<file path="config.mk">
export PLATFORM = sky130hd
export DESIGN_NAME = mem_arbiter_flat
export DESIGN_NICKNAME = d
export VERILOG_FILES = /design/src/ext_pkg.sv /design/src/bus_ifs.sv /design/src/mem_arbiter.sv /design/src/flat_wrapper.sv
export SDC_FILE = /design/constraint.sdc
export NUM_CORES = 1
export LEC_CHECK = 0
export ABC_AREA = 1
export BUFFER_PORTS_ARGS = -buffer_cell sky130_fd_sc_hd__buf_2
export CAP_MARGIN = 20
export CORE_AREA = 2 2 164 166
export CTS_BUF_LIST = sky130_fd_sc_hd__clkbuf_4
export DETAILED_ROUTE_END_ITERATION = 8
export DIE_AREA = 0 0 166 168
export GPL_TIMING_DRIVEN = 1
export SYNTH_ARGS = -nofsm -noshare
export SYNTH_HDL_FRONTEND = slang
export SYNTH_SLANG_ARGS = --single-unit
export TNS_END_PERCENT = 30
</file>
<file path="constraint.sdc">
create_clock -name clk_i -period 3.1 [get_ports clk_i]
set_input_delay 0.62 -clock clk_i [delete_from_list [all_inputs] [get_ports clk_i]]
set_output_delay 0.62 -clock clk_i [all_outputs]
set_load 0.02 [all_outputs]
</file>
<file path="src/ext_pkg.sv">
// ---------------------------------------------------------------------
// External subsystem package
// Bus widths, memory geometry, latencies and the register map
// ---------------------------------------------------------------------
`default_nettype none

package ext_pkg;

  // Bus widths
  localparam int ADDR_W = 32;
  localparam int DATA_W = 32;
  localparam int BE_W   = DATA_W / 8;

  // Slow memory, word index from address bits 11:2
  localparam int MEM_WORDS   = 1024;
  localparam int MEM_IDX_W   = 10;
  localparam int MEM_LATENCY = 2;

  // Memory managers
  localparam int NUM_MGR    = 3;
  localparam int MGR_HOST   = 0;
  localparam int MGR_DMA_RD = 1;
  localparam int MGR_DMA_WR = 2;

  // Power domains
  localparam int NUM_DOMAINS        = 3;
  localparam int SWITCH_ACK_LATENCY = 16;

  // Interrupt lines
  localparam int NUM_INT     = 2;
  localparam int INT_MEMCOPY = 0;
  localparam int INT_PWR_ACK = 1;

  // ------------------------------------------------------------------
  // Register map
  // ------------------------------------------------------------------
  localparam int REG_TGT_W = 1;

  localparam logic [ADDR_W-1:0] MEMCOPY_BASE   = 32'h0000_0000;
  localparam logic [ADDR_W-1:0] INTR_BASE      = 32'h0000_0100;
  localparam logic [ADDR_W-1:0] REG_BLOCK_SPAN = 32'h0000_0100;

  // Memcopy block offsets
  localparam logic [ADDR_W-1:0] REG_SRC  = 32'h0;
  localparam logic [ADDR_W-1:0] REG_DST  = 32'h4;
  localparam logic [ADDR_W-1:0] REG_LEN  = 32'h8;
  localparam logic [ADDR_W-1:0] REG_CTRL = 32'hC;

  // Interrupt block offsets
  localparam logic [ADDR_W-1:0] REG_STATUS = 32'h0;
  localparam logic [ADDR_W-1:0] REG_ENABLE = 32'h4;

  localparam logic [DATA_W-1:0] REG_ERR_DATA = 32'hBADC_AB1E;

endpackage

`default_nettype wire

</file>
<file path="src/bus_ifs.sv">
// ---------------------------------------------------------------------
// Memory bus (req/gnt/rvalid) and register bus (valid/ready)
// ---------------------------------------------------------------------
`timescale 1ns/1ps
`default_nettype none

interface mem_bus_if;
  import ext_pkg::*;

  logic              req;
  logic              we;
  logic [BE_W-1:0]   be;
  logic [ADDR_W-1:0] addr;
  logic [DATA_W-1:0] wdata;
  logic              gnt;
  logic              rvalid;
  logic [DATA_W-1:0] rdata;

  modport manager (output req, we, be, addr, wdata, input gnt, rvalid, rdata);
  modport subordinate (input req, we, be, addr, wdata, output gnt, rvalid, rdata);
endinterface


`default_nettype wire

</file>
<file path="src/mem_arbiter.sv">
// ---------------------------------------------------------------------
// Round-robin arbiter, three memory managers onto one memory
// Tracks the owner of the accepted access for response routing
// ---------------------------------------------------------------------
`timescale 1ns/1ps
`default_nettype none

module mem_arbiter (
  input wire              clk_i,
  input wire              reset_i,
  mem_bus_if.subordinate  mgr_host,
  mem_bus_if.subordinate  mgr_dma_rd,
  mem_bus_if.subordinate  mgr_dma_wr,
  mem_bus_if.manager      mem
);
  import ext_pkg::*;

  typedef logic [$clog2(NUM_MGR)-1:0] mgr_idx_t;

  logic [NUM_MGR-1:0] req_v;
  logic [NUM_MGR-1:0] we_v;
  logic [BE_W-1:0]    be_v    [NUM_MGR];
  logic [ADDR_W-1:0]  addr_v  [NUM_MGR];
  logic [DATA_W-1:0]  wdata_v [NUM_MGR];
  mgr_idx_t           owner_q;
  mgr_idx_t           sel;
  mgr_idx_t           cand;
  logic               found;

  // Gather manager requests
  assign req_v[MGR_HOST]     = mgr_host.req;
  assign we_v[MGR_HOST]      = mgr_host.we;
  assign be_v[MGR_HOST]      = mgr_host.be;
  assign addr_v[MGR_HOST]    = mgr_host.addr;
  assign wdata_v[MGR_HOST]   = mgr_host.wdata;
  assign req_v[MGR_DMA_RD]   = mgr_dma_rd.req;
  assign we_v[MGR_DMA_RD]    = mgr_dma_rd.we;
  assign be_v[MGR_DMA_RD]    = mgr_dma_rd.be;
  assign addr_v[MGR_DMA_RD]  = mgr_dma_rd.addr;
  assign wdata_v[MGR_DMA_RD] = mgr_dma_rd.wdata;
  assign req_v[MGR_DMA_WR]   = mgr_dma_wr.req;
  assign we_v[MGR_DMA_WR]    = mgr_dma_wr.we;
  assign be_v[MGR_DMA_WR]    = mgr_dma_wr.be;
  assign addr_v[MGR_DMA_WR]  = mgr_dma_wr.addr;
  assign wdata_v[MGR_DMA_WR] = mgr_dma_wr.wdata;

  // Search starts just after the last granted manager
  always_comb begin
    sel   = owner_q;
    cand  = owner_q;
    found = 1'b0;
    for (int k = 1; k <= NUM_MGR; k++) begin
      cand = mgr_idx_t'((int'(owner_q) + k) % NUM_MGR);
      if (!found && req_v[cand]) begin
        sel   = cand;
        found = 1'b1;
      end
    end
  end

  assign mem.req   = |req_v;
  assign mem.we    = we_v[sel];
  assign mem.be    = be_v[sel];
  assign mem.addr  = addr_v[sel];
  assign mem.wdata = wdata_v[sel];

  // Owner doubles as the round-robin pointer
  always_ff @(posedge clk_i) begin
    if (reset_i) begin
      owner_q <= mgr_idx_t'(MGR_DMA_WR);
    end else if (mem.gnt) begin
      owner_q <= sel;
    end
  end

  assign mgr_host.gnt      = mem.gnt && (sel == mgr_idx_t'(MGR_HOST));
  assign mgr_dma_rd.gnt    = mem.gnt && (sel == mgr_idx_t'(MGR_DMA_RD));
  assign mgr_dma_wr.gnt    = mem.gnt && (sel == mgr_idx_t'(MGR_DMA_WR));
  assign mgr_host.rvalid   = mem.rvalid && (owner_q == mgr_idx_t'(MGR_HOST));
  assign mgr_dma_rd.rvalid = mem.rvalid && (owner_q == mgr_idx_t'(MGR_DMA_RD));
  assign mgr_dma_wr.rvalid = mem.rvalid && (owner_q == mgr_idx_t'(MGR_DMA_WR));
  assign mgr_host.rdata    = (owner_q == mgr_idx_t'(MGR_HOST)) ? mem.rdata : '0;
  assign mgr_dma_rd.rdata  = (owner_q == mgr_idx_t'(MGR_DMA_RD)) ? mem.rdata : '0;
  assign mgr_dma_wr.rdata  = (owner_q == mgr_idx_t'(MGR_DMA_WR)) ? mem.rdata : '0;

endmodule

`default_nettype wire

</file>
<file path="src/flat_wrapper.sv">
// flat-port wrapper written by rule: the top's interface ports become plain ports
module mem_arbiter_flat import ext_pkg::*;
  (clk_i, reset_i, mgr_host_req, mgr_host_we, mgr_host_be, mgr_host_addr, mgr_host_wdata, mgr_host_gnt, mgr_host_rvalid, mgr_host_rdata, mgr_dma_rd_req, mgr_dma_rd_we, mgr_dma_rd_be, mgr_dma_rd_addr, mgr_dma_rd_wdata, mgr_dma_rd_gnt, mgr_dma_rd_rvalid, mgr_dma_rd_rdata, mgr_dma_wr_req, mgr_dma_wr_we, mgr_dma_wr_be, mgr_dma_wr_addr, mgr_dma_wr_wdata, mgr_dma_wr_gnt, mgr_dma_wr_rvalid, mgr_dma_wr_rdata, mem_req, mem_we, mem_be, mem_addr, mem_wdata, mem_gnt, mem_rvalid, mem_rdata);
  mem_bus_if mgr_host_i ();
  mem_bus_if mgr_dma_rd_i ();
  mem_bus_if mgr_dma_wr_i ();
  mem_bus_if mem_i ();
  input wire clk_i;
  input wire reset_i;
  input wire logic [$bits(mgr_host_i.req)-1:0] mgr_host_req;
  input wire logic [$bits(mgr_host_i.we)-1:0] mgr_host_we;
  input wire logic [$bits(mgr_host_i.be)-1:0] mgr_host_be;
  input wire logic [$bits(mgr_host_i.addr)-1:0] mgr_host_addr;
  input wire logic [$bits(mgr_host_i.wdata)-1:0] mgr_host_wdata;
  output wire logic [$bits(mgr_host_i.gnt)-1:0] mgr_host_gnt;
  output wire logic [$bits(mgr_host_i.rvalid)-1:0] mgr_host_rvalid;
  output wire logic [$bits(mgr_host_i.rdata)-1:0] mgr_host_rdata;
  input wire logic [$bits(mgr_dma_rd_i.req)-1:0] mgr_dma_rd_req;
  input wire logic [$bits(mgr_dma_rd_i.we)-1:0] mgr_dma_rd_we;
  input wire logic [$bits(mgr_dma_rd_i.be)-1:0] mgr_dma_rd_be;
  input wire logic [$bits(mgr_dma_rd_i.addr)-1:0] mgr_dma_rd_addr;
  input wire logic [$bits(mgr_dma_rd_i.wdata)-1:0] mgr_dma_rd_wdata;
  output wire logic [$bits(mgr_dma_rd_i.gnt)-1:0] mgr_dma_rd_gnt;
  output wire logic [$bits(mgr_dma_rd_i.rvalid)-1:0] mgr_dma_rd_rvalid;
  output wire logic [$bits(mgr_dma_rd_i.rdata)-1:0] mgr_dma_rd_rdata;
  input wire logic [$bits(mgr_dma_wr_i.req)-1:0] mgr_dma_wr_req;
  input wire logic [$bits(mgr_dma_wr_i.we)-1:0] mgr_dma_wr_we;
  input wire logic [$bits(mgr_dma_wr_i.be)-1:0] mgr_dma_wr_be;
  input wire logic [$bits(mgr_dma_wr_i.addr)-1:0] mgr_dma_wr_addr;
  input wire logic [$bits(mgr_dma_wr_i.wdata)-1:0] mgr_dma_wr_wdata;
  output wire logic [$bits(mgr_dma_wr_i.gnt)-1:0] mgr_dma_wr_gnt;
  output wire logic [$bits(mgr_dma_wr_i.rvalid)-1:0] mgr_dma_wr_rvalid;
  output wire logic [$bits(mgr_dma_wr_i.rdata)-1:0] mgr_dma_wr_rdata;
  output wire logic [$bits(mem_i.req)-1:0] mem_req;
  output wire logic [$bits(mem_i.we)-1:0] mem_we;
  output wire logic [$bits(mem_i.be)-1:0] mem_be;
  output wire logic [$bits(mem_i.addr)-1:0] mem_addr;
  output wire logic [$bits(mem_i.wdata)-1:0] mem_wdata;
  input wire logic [$bits(mem_i.gnt)-1:0] mem_gnt;
  input wire logic [$bits(mem_i.rvalid)-1:0] mem_rvalid;
  input wire logic [$bits(mem_i.rdata)-1:0] mem_rdata;
  assign mgr_host_i.req = mgr_host_req;
  assign mgr_host_i.we = mgr_host_we;
  assign mgr_host_i.be = mgr_host_be;
  assign mgr_host_i.addr = mgr_host_addr;
  assign mgr_host_i.wdata = mgr_host_wdata;
  assign mgr_host_gnt = mgr_host_i.gnt;
  assign mgr_host_rvalid = mgr_host_i.rvalid;
  assign mgr_host_rdata = mgr_host_i.rdata;
  assign mgr_dma_rd_i.req = mgr_dma_rd_req;
  assign mgr_dma_rd_i.we = mgr_dma_rd_we;
  assign mgr_dma_rd_i.be = mgr_dma_rd_be;
  assign mgr_dma_rd_i.addr = mgr_dma_rd_addr;
  assign mgr_dma_rd_i.wdata = mgr_dma_rd_wdata;
  assign mgr_dma_rd_gnt = mgr_dma_rd_i.gnt;
  assign mgr_dma_rd_rvalid = mgr_dma_rd_i.rvalid;
  assign mgr_dma_rd_rdata = mgr_dma_rd_i.rdata;
  assign mgr_dma_wr_i.req = mgr_dma_wr_req;
  assign mgr_dma_wr_i.we = mgr_dma_wr_we;
  assign mgr_dma_wr_i.be = mgr_dma_wr_be;
  assign mgr_dma_wr_i.addr = mgr_dma_wr_addr;
  assign mgr_dma_wr_i.wdata = mgr_dma_wr_wdata;
  assign mgr_dma_wr_gnt = mgr_dma_wr_i.gnt;
  assign mgr_dma_wr_rvalid = mgr_dma_wr_i.rvalid;
  assign mgr_dma_wr_rdata = mgr_dma_wr_i.rdata;
  assign mem_req = mem_i.req;
  assign mem_we = mem_i.we;
  assign mem_be = mem_i.be;
  assign mem_addr = mem_i.addr;
  assign mem_wdata = mem_i.wdata;
  assign mem_i.gnt = mem_gnt;
  assign mem_i.rvalid = mem_rvalid;
  assign mem_i.rdata = mem_rdata;
  mem_arbiter u_core (.clk_i(clk_i), .reset_i(reset_i), .mgr_host(mgr_host_i), .mgr_dma_rd(mgr_dma_rd_i), .mgr_dma_wr(mgr_dma_wr_i), .mem(mem_i));
endmodule
</file>
==> results.py, run 1 <==
metrics = {
    "setup_path": {
        "setup.worst_path.start": "u_core.owner_q[1]",
        "crit_type": "reg -> out",
        "r2r-end": "u_core.owner_q[0]",
        "worstSetupEndpointType": "output port",
        "cp.arrival_ns": 2.41,
        "path_max_fanout": 43,
        "required_ns": 2.48,
        "worstSetupEndpoint": "mem_addr[14]",
        "timing.rr.start": "u_core.owner_q[1]",
        "rrSetupSlack_ns": 1.02,
        "start_kind": "flip-flop",
        "worst_r2r_path_depth": 13,
    },
    "finish": {
        "nets": 1470,
        "fillCellCount": 3047,
        "final_cell_count_no_fill": 1558,
        "reg_top3": "u_core.owner_q x2",
        "syn_to_final_growth_pct": 75.3,
        "layout_common_cells": "buf_2, inv_1, nand3_1",
        "antennaDiodeCount": 0,
        "postLayoutCoreUtil_pct": 25.3,
        "final_common_cell": "buf_2",
        "largest_register_ffs": 2,
        "drive_gt1_share_pct": 40.1,
        "stdcell_area_um2": 6670,
        "regMostFlops": "u_core.owner_q",
    },
    "logic_synthesis": {
        "ys_warn_count": 0,
        "async_flop_share_pct": 0,
        "syn_area_um2": 3800,
        "avgSynthCellArea_um2": 4.58,
        "synthesis.nets": 1081,
        "yosys_register_bits": 2,
        "synth_edf_count": 0,
        "synth_cell_types": 21,
        "yosysSeqAreaShare_pct": 1.05,
        "syn_inst": 830,
        "synthFlopType": "dfxtp_1",
    },
    "placed_design": {
        "io_buffers": 417,
        "place_inst": 1546,
        "hpwl_um": 17100,
        "place_congestion": 0.908,
        "placed_cell_area_um2": 6310,
    },
    "floorplanning": {
        "dieArea_um2": 27900,
        "ioPinCount": 418,
        "fp-row-count": 60,
        "die_h_um": 168,
        "core-area_um2": 26400,
        "die_w_um": 166,
        "initial_core_util_pct": 14.4,
    },
    "sta": {
        "hold_viol_final": 0,
        "drv_slew": 0,
        "post-route-period-util_pct": 97.7,
        "relSlewSlack_pct": 75.2,
        "period_needed_ns": 3.03,
        "setup_viol_count_final": 0,
        "skew_ns": 0.00166,
        "rsz0062_at_grt": "yes",
        "worst-slew-pin-transition_ns": 0.371,
        "fmax_ghz": 0.330,
    },
    "cts": {
        "path_clk_slew_ns": 0.03,
        "clk_path_buf_depth": 2,
        "h-tree-depth": 1,
        "cts_tree": "yes",
        "cts_made_buffers": 3,
        "cts.sink_count": 2,
        "clockRootBuffer": "clkbuf_4",
        "clock_latency_ns": 0.22,
        "cts_hold_buffers": 0,
    },
    "global_routing": {
        "globalRoute.totalOverflow": 0,
        "grt_pass1_wl_um": 31800,
        "grt_util_all_layers_pct": 14.0,
        "grt_pass1_vias": 6031,
        "antenna_found_initial": 1,
        "grt_start_max_net_pins": 54,
    },
    "detailed_routing": {
        "vias": 6738,
        "drtAntennaViolNets": 0,
        "viasPerCell": 4.32,
        "wirelength_um": 22800,
        "drt-initial-drc-count": 476,
        "drt_pass1_iterations": 5,
        "wl_per_cell_um": 14.6,
        "drc_errors": 0,
    },
    "pwr": {
        "vdd_drop_max_uv": 390,
        "leakagePower_nw": 5.00,
        "cellPowerDensity_nw_per_um2": 910,
        "power_mw": 6.07,
    },
    "min_path": {
        "min_path_type": "reg -> reg",
    },
    "outcome": {
        "run_status": "finished, final reports clean",
    },
    "job": {
        "cap_violations": 0,
    },
}
per-stage QoR:
step / setup TNS [ns] / hold slack [ns] / setup slack, ns
floorplan: 0 / 0.485 / 0.299
global placement: 0 / 0.617 / 0.148
detailed placement: 0 / 0.604 / 0.128
CTS: -0.0389 / 0.636 / -0.0184
global route: -0.0470 / 0.589 / -0.0128
finish: 0 / 0.567 / 0.0711
cell type report:
class,instances,area [µm²],area share [%]
Inverter,251,947,14.2
Timing Repair Buffer,453,2670,40.0
Clock buffer,3,22.5,0.338
Tap cell,341,427,6.40
Multi-Input combinational cell,508,2560,38.4
Sequential cell,2,42.5,0.638
power breakdown:
| group | total [mW] | switching, mW | internal, mW |
|---|---|---|---|
| Combinational | 5.97 | 3.85 | 2.12 |
| Clock | 0.0574 | 0.0147 | 0.0427 |
| Sequential | 0.0385 | 0.00660 | 0.0319 |
cells by family (layout without fill, tap and decap cells):
family | count (synthesis) | after routing | synth area share, %
and+or+nand+nor | 497 | 497 | 62.1
DFF | 2 | 2 | 1.05
adders and majority gates | 5 | 5 | 1.64
AOI/OAI and AO/OA | 6 | 6 | 1.02
buffers and inverters | 320 | 707 | 34.2
cell usage after synthesis, types with 3 or more instances:
library cell	instances	share of area, %
buf_4	3	0.59
nor2_1	3	0.30
inv_1	246	24
nand2_1	195	19
buf_6	4	1.2
nand2_2	5	0.82
clkbuf_1	15	1.5
nand3_1	219	29
nand4_1	69	11
ha_1	5	1.6
buf_2	47	6.2
inv_2	5	0.49
layer usage:
metal | up-vias | track usage (%) | part of all wire (%)
met4 | 0 | 3.44 | 2.6
met5 | - | 0 | 0
li1 | 3322 | - | -
met2 | 392 | 26.6 | 51
met3 | 32 | 2.96 | 8.9
met1 | 2992 | 15.8 | 38
critical path: stages (launching register included):
cell and delay (ns):
dfxtp_2 0.35, inv_2 0.08, ha_4 0.32, inv_2 0.07
nand2_2 0.06, nand3_2 0.09, nand2_4 0.12, nand3_4 0.15
inv_4 0.12, nand2_2 0.12, buf_12 0.19, nand3_1 0.11
nand3_1 0.12, nand2_1 0.08, buf_2 0.15
how the worst min path moves through the flow:
stage,startpoint,endpoint,slack [ns],depth (start not counted)
CTS,u_core.owner_q[1],u_core.owner_q[1],0.64,2
detailed placement,u_core.owner_q[1],u_core.owner_q[1],0.60,2
global placement,u_core.owner_q[1],u_core.owner_q[1],0.62,2
finish,u_core.owner_q[1],u_core.owner_q[1],0.57,2
global route,u_core.owner_q[1],u_core.owner_q[1],0.59,2
floorplan,u_core.owner_q[1],u_core.owner_q[1],0.48,2
repair_timing:
| action | in CTS | in global routing |
|---|---|---|
| gates resized for setup | 9 | 25 |
| setup buffers | 1 | 1 |
| setup endpoints to repair | 64 | 72 |
| pin swaps | 1 | 2 |
| cloned | 1 | 6 |
No activity file was read; power rests on OpenSTA's default activity.
==> inputs of run 2 (changes only) <==
--- a/config.mk
+++ b/config.mk
@@ -8,11 +8,14 @@
 export ABC_AREA = 1
 export BUFFER_PORTS_ARGS = -buffer_cell sky130_fd_sc_hd__buf_2
 export CAP_MARGIN = 20
-export CORE_AREA = 2 2 164 166
+export CELL_PAD_IN_SITES_DETAIL_PLACEMENT = 1
+export CELL_PAD_IN_SITES_GLOBAL_PLACEMENT = 1
+export CORE_AREA = 2 2 163 165
 export CTS_BUF_LIST = sky130_fd_sc_hd__clkbuf_4
 export DETAILED_ROUTE_END_ITERATION = 8
-export DIE_AREA = 0 0 166 168
+export DIE_AREA = 0 0 165 167
 export GPL_TIMING_DRIVEN = 1
+export PLACE_DENSITY_LB_ADDON = 0.1
 export SYNTH_ARGS = -nofsm -noshare
 export SYNTH_HDL_FRONTEND = slang
 export SYNTH_SLANG_ARGS = --single-unit
==> results.py, run 2 (same netlist as run 1, synthesis figures left out) <==
metrics = {
    "pwr": {
        "cellPowerDensity_nw_per_um2": 976,
        "switchingPower_mw": 4.26,
        "leakagePower_nw": 5.21,
        "combPwrFrac_pct": 98.6,
        "p_clk_share_pct": 0.9,
        "p_int_mw": 2.74,
        "seqPwrFrac_pct": 0.6,
        "sw_frac_of_total_pct": 60.8,
        "vdd_drop_max_uv": 454,
    },
    "placed_design": {
        "io_buffers": 417,
        "place_congestion": 0.837,
        "hpwl_um": 20200,
        "placed_cell_area_um2": 6390,
    },
    "cts": {
        "clockRootBuffer": "clkbuf_4",
        "clk_path_buf_depth": 2,
        "cts_tree": "yes",
        "cts_hold_buffers": 0,
        "path_clk_slew_ns": 0.03,
        "h-tree-depth": 1,
        "clock_latency_ns": 0.23,
        "cts.sink_count": 2,
        "cts_made_buffers": 3,
    },
    "floorplanning": {
        "ioPinCount": 418,
        "die_h_um": 167,
        "initial_core_util_pct": 14.8,
        "core-area_um2": 25800,
        "fp-row-count": 59,
        "die_w_um": 165,
        "dieArea_um2": 27600,
    },
    "detailed_routing": {
        "viasPerCell": 4.27,
        "drtAntennaViolNets": 0,
        "wirelength_um": 28600,
        "drt_pass1_iterations": 4,
        "drc_errors": 0,
        "vias": 6752,
        "wl_per_cell_um": 18.1,
        "drt-initial-drc-count": 290,
    },
    "finish": {
        "largest_register_ffs": 2,
        "syn_to_final_growth_pct": 88.4,
        "stdcell_area_um2": 7170,
        "final_common_cell": "buf_2",
        "nets": 1491,
        "reg_top3": "u_core.owner_q x2",
        "layout_common_cells": "buf_2, inv_1, nand3_1",
        "drive_gt1_share_pct": 41.5,
        "regMostFlops": "u_core.owner_q",
    },
    "job": {
        "cap_violations": 0,
    },
    "outcome": {
        "run_status": "finished, final reports clean",
    },
    "sta": {
        "post-route-period-util_pct": 96.0,
        "drv_slew": 0,
        "fmax_ghz": 0.336,
        "relSlewSlack_pct": 85.7,
        "worst-slew-pin-transition_ns": 0.214,
        "hold_viol_final": 0,
        "hold_ws_ns": 0.608,
        "skew_ns": 0.000418,
        "setup_viol_count_final": 0,
        "period_needed_ns": 2.98,
    },
    "setup_path": {
        "rrSetupSlack_ns": 1.06,
        "slowest_delay_ns": 0.37,
        "crit_type": "reg -> out",
        "worstSetupEndpointType": "output port",
        "required_ns": 2.48,
        "cp.arrival_ns": 2.36,
        "start_kind": "flip-flop",
        "path_max_fanout": 11,
        "critPathSlowestCell": "dfxtp_4",
        "cp_cell_sequence": "inv_4 -> ha_4 -> inv_2 -> nand2_2 -> nand3_4 -> nand2_4 -> nand2_4 -> o211ai_4 -> buf_12 -> buf_6 -> nand4_1 -> nand2_1 -> buf_2",
        "cpMostUsedCell": "nand2_4",
    },
    "global_routing": {
        "grt_util_all_layers_pct": 17.8,
        "grt_use_met1_pct": 20.8,
        "use_met3_pct": 4.28,
        "grt_start_max_net_pins": 41,
        "grt_pass1_wl_um": 38800,
        "met2_usage_pct": 32.6,
        "globalRoute.totalOverflow": 0,
        "busiest_layer": "met2",
        "grt_pass1_vias": 6708,
        "antenna_found_initial": 11,
    },
    "min_path": {
        "min_path_type": "reg -> reg",
    },
}
-- run 2: cell types whose count changed in the layout (fill, tap and decap cells not counted), sizes merged --
cell,change
buf,+12
clkbuf,+9
clkinv,+1
diode,+9
inv,-1
-- run 2: final timing paths --
path / startpoint / endpoint / cells past startpoint
setup / recovery: u_core.owner_q[0] / mem_wdata[13] / 13
hold reg to reg: u_core.owner_q[1] / u_core.owner_q[1] / 3
hold / removal: u_core.owner_q[1] / u_core.owner_q[1] / 3
setup reg to reg: u_core.owner_q[0] / u_core.owner_q[0] / 13
-- run 2: power groups by stage --
| stage | clock (mW) | combinational, mW | sequential, mW |
|---|---|---|---|
| 3_3_place_gp | 0 | 5.65 | 0.0339 |
| 2_1_floorplan | 0 | 3.47 | 0.0346 |
| 5_1_grt | 0.0695 | 7.45 | 0.0395 |
| 3_5_place_dp | 0 | 5.65 | 0.0344 |
| 4_1_cts | 0.0621 | 5.77 | 0.0345 |
| 6_report | 0.0596 | 6.90 | 0.0388 |
-- run 2: worst max-delay path, delay by kind of cell (launching register included) --
kind | cells | cell delay (ns)
simple gates | 6 | 0.60
fa+ha+maj | 1 | 0.30
buf+inv | 5 | 0.65
compound gates | 1 | 0.20
flops | 1 | 0.37
-- run 2: timing repair --
action,in CTS,in global routing
gates resized for setup,9,48
setup endpoints to repair,66,72
cloned,1,16
pin swaps,1,7
setup buffers,0,8
-- run 2: through the flow --
step	total power, mW	std cells	setup WS, ns	util (%)	setup TNS, ns
after floorplan	3.51	830	0.299	-	0
final	7.00	1582	0.123	27.8	0
after global routing	7.56	1579	-0.00841	27.8	-0.0183
after detailed placement	5.68	1545	0.128	24.8	0
after CTS	5.86	1549	0.0171	25.2	0
after global placement	5.68	1545	0.144	24.8	0
-- run 2: final cells by class --
type                       instances  area, µm²
tap                              335        419
inverter                         251        960
timing repair buffer             474       3080
multi-input combinational        508       2610
fill                            3532      18600
sequential                         2       45.0
clock buffer                       3       22.5
antenna                            9       22.5
-- run 2: metal layers --
layer | up-vias | part of all wire (%) | wire length, µm
met2 | 256 | 52 | 14800
li1 | 3383 | - | -
met5 | - | 0.077 | 22
met4 | 4 | 1.3 | 366
met1 | 3083 | 39 | 11200
met3 | 26 | 7.8 | 2240
==> inputs of run 3 (changes only) <==
--- a/config.mk
+++ b/config.mk
@@ -10,10 +10,10 @@
 export CAP_MARGIN = 20
 export CELL_PAD_IN_SITES_DETAIL_PLACEMENT = 1
 export CELL_PAD_IN_SITES_GLOBAL_PLACEMENT = 1
-export CORE_AREA = 2 2 163 165
+export CORE_AREA = 2 2 164 166
 export CTS_BUF_LIST = sky130_fd_sc_hd__clkbuf_4
 export DETAILED_ROUTE_END_ITERATION = 8
-export DIE_AREA = 0 0 165 167
+export DIE_AREA = 0 0 166 168
 export GPL_TIMING_DRIVEN = 1
 export PLACE_DENSITY_LB_ADDON = 0.1
 export SYNTH_ARGS = -nofsm -noshare
==> constraint.sdc (replaced) <==
create_clock -name clk_i -period 3.76 [get_ports clk_i]
set_input_delay 0.752 -clock clk_i [delete_from_list [all_inputs] [get_ports clk_i]]
set_output_delay 0.752 -clock clk_i [all_outputs]
set_load 0.02 [all_outputs]
==> results.py, run 3 (same netlist as run 1, synthesis figures left out) <==
metrics = {
    "detailed_routing": {
        "route.met3.wl_um": 1650,
        "drc_errors": 0,
        "wl_met1_um": 10600,
        "top_layer": "met5",
        "wirelength_um": 25400,
        "viasPerCell": 4.25,
        "drt_pass1_iterations": 4,
        "vias": 6569,
        "drt-initial-drc-count": 288,
        "route.met2.wl_um": 13000,
        "wl_per_cell_um": 16.4,
        "drtAntennaViolNets": 0,
    },
    "sta": {
        "hold_ws_ns": 0.548,
        "rsz0062_at_grt": "no",
        "drv_slew": 0,
        "relSlewSlack_pct": 71.5,
        "skew_ns": 0.00391,
        "setup_tns_ns": 0,
        "post-route-period-util_pct": 92.5,
        "period_needed_ns": 3.48,
        "hold_viol_final": 0,
        "setup_viol_count_final": 0,
        "worst-slew-pin-transition_ns": 0.428,
        "fmax_ghz": 0.287,
        "fin_ws_ns": 0.281,
    },
    "floorplanning": {
        "die_h_um": 168,
        "dieArea_um2": 27900,
        "initial_core_util_pct": 14.4,
        "die_w_um": 166,
        "ioPinCount": 418,
        "core-area_um2": 26400,
        "fp-row-count": 60,
    },
    "cts": {
        "h-tree-depth": 1,
        "path_clk_slew_ns": 0.03,
        "clk_path_buf_depth": 2,
        "clockRootBuffer": "clkbuf_4",
        "cts_tree": "yes",
        "clock_latency_ns": 0.23,
        "cts_hold_buffers": 0,
        "cts_made_buffers": 3,
        "cts.sink_count": 2,
    },
    "outcome": {
        "run_status": "finished, final reports clean",
    },
    "global_routing": {
        "antenna_found_initial": 6,
        "grt_pass1_wl_um": 38300,
        "grt_util_all_layers_pct": 17.1,
        "grt_pass1_vias": 6722,
        "globalRoute.totalOverflow": 0,
        "grt_start_max_net_pins": 73,
    },
    "placed_design": {
        "hpwl_um": 19600,
        "dp_slack_ns": 0.393,
        "placed_cell_area_um2": 6240,
        "io_buffers": 417,
        "place_congestion": 0.781,
    },
    "pwr": {
        "cellPowerDensity_nw_per_um2": 724,
        "vdd_drop_max_uv": 332,
        "leakagePower_nw": 4.83,
    },
    "finish": {
        "fillCellCount": 3667,
        "stdcell_area_um2": 6300,
        "syn_to_final_growth_pct": 65.7,
        "layout_common_cells": "buf_2, inv_1, nand3_1",
        "regMostFlops": "u_core.owner_q",
        "reg_top3": "u_core.owner_q x2",
        "drive_gt1_share_pct": 38.2,
        "final_common_cell": "buf_2",
        "largest_register_ffs": 2,
        "nets": 1454,
    },
    "setup_path": {
        "cp.arrival_ns": 2.73,
        "rrSetupSlack_ns": 1.51,
        "timing.rr.start": "u_core.owner_q[0]",
        "worst_r2r_path_depth": 12,
        "start_kind": "flip-flop",
        "path_max_fanout": 25,
        "crit_type": "reg -> out",
        "r2r-end": "u_core.owner_q[0]",
        "worstSetupEndpointType": "output port",
        "required_ns": 3.01,
    },
    "min_path": {
        "hold_depth": 2,
        "min_path_type": "reg -> reg",
        "hold_start": "u_core.owner_q[1]",
        "worstHoldEndpoint": "u_core.owner_q[1]",
    },
    "job": {
        "cap_violations": 0,
    },
}
[run 3: changes by cell type in the layout (fill, tap and decap cells not counted), moves of 4 or more]
cell	before	now
nand2_4	7	1
clkbuf_16	14	1
buf_16	4	0
buf_2	410	417
buf_4	23	8
ha_4	4	0
buf_12	16	10
buf_6	5	1
diode_2	9	3
[run 3: per-stage QoR]
stage / total power [mW] / utilization (%) / std cells
floorplan: 2.89 / - / 830
global placement: 4.55 / 23.7 / 1538
detailed placement: 4.54 / 23.7 / 1538
CTS: 4.60 / 23.8 / 1541
global route: 5.03 / 23.9 / 1545
finish: 4.56 / 23.9 / 1545
[run 3: layer usage]
layer	vias to the layer above	track usage [%]
met2	243	32.3
met5	-	0
li1	3293	-
met3	11	3.31
met1	3020	20.7
met4	2	2.00
[run 3: worst max path at each step]
stage	from	endpoint	slack, ns	cells past startpoint
finish	u_core.owner_q[0]	mem_addr[31]	0.28	14
global route	u_core.owner_q[1]	mem_addr[3]	0.0005	14
CTS	u_core.owner_q[0]	mem_addr[31]	0.16	14
detailed placement	u_core.owner_q[0]	mem_addr[31]	0.39	14
global placement	u_core.owner_q[0]	mem_wdata[2]	0.42	14
floorplan	u_core.owner_q[0]	mgr_dma_rd_gnt	0.83	13
[run 3: cell type report]
cell class | count | area [µm²] | share of cell area [%]
Antenna cell | 3 | 7.51 | 0.119
Clock buffer | 3 | 22.5 | 0.357
Inverter | 251 | 942 | 14.9
Multi-Input combinational cell | 508 | 2480 | 39.4
Sequential cell | 2 | 40.0 | 0.635
Tap cell | 341 | 427 | 6.77
Timing Repair Buffer | 437 | 2380 | 37.8
[run 3: report_power, final]
group | switching, mW | internal, mW | total [mW] | leakage, nW
combinational | 3.08 | 1.41 | 4.49 | 4.80
sequential | 0.00415 | 0.0254 | 0.0296 | 0.0167
clock | 0.0127 | 0.0352 | 0.0480 | 0.0138
[run 3: critical path, cell delays in order (launching register included)]
cell and delay [ns]:
dfxtp_1 0.36, inv_1 0.14, ha_2 0.44, inv_2 0.09, nand2_2 0.07, nand3_2 0.07, nand2_2 0.14, nand3_4 0.13
inv_2 0.13, nand2_4 0.23, buf_12 0.25, nand3_1 0.09, nand3_1 0.09, nand2_1 0.10, buf_2 0.17
[run 3: repair_timing]
item,in CTS,in global routing
buffers inserted,0,0
setup endpoints to repair,0,23
gates resized for setup,0,2
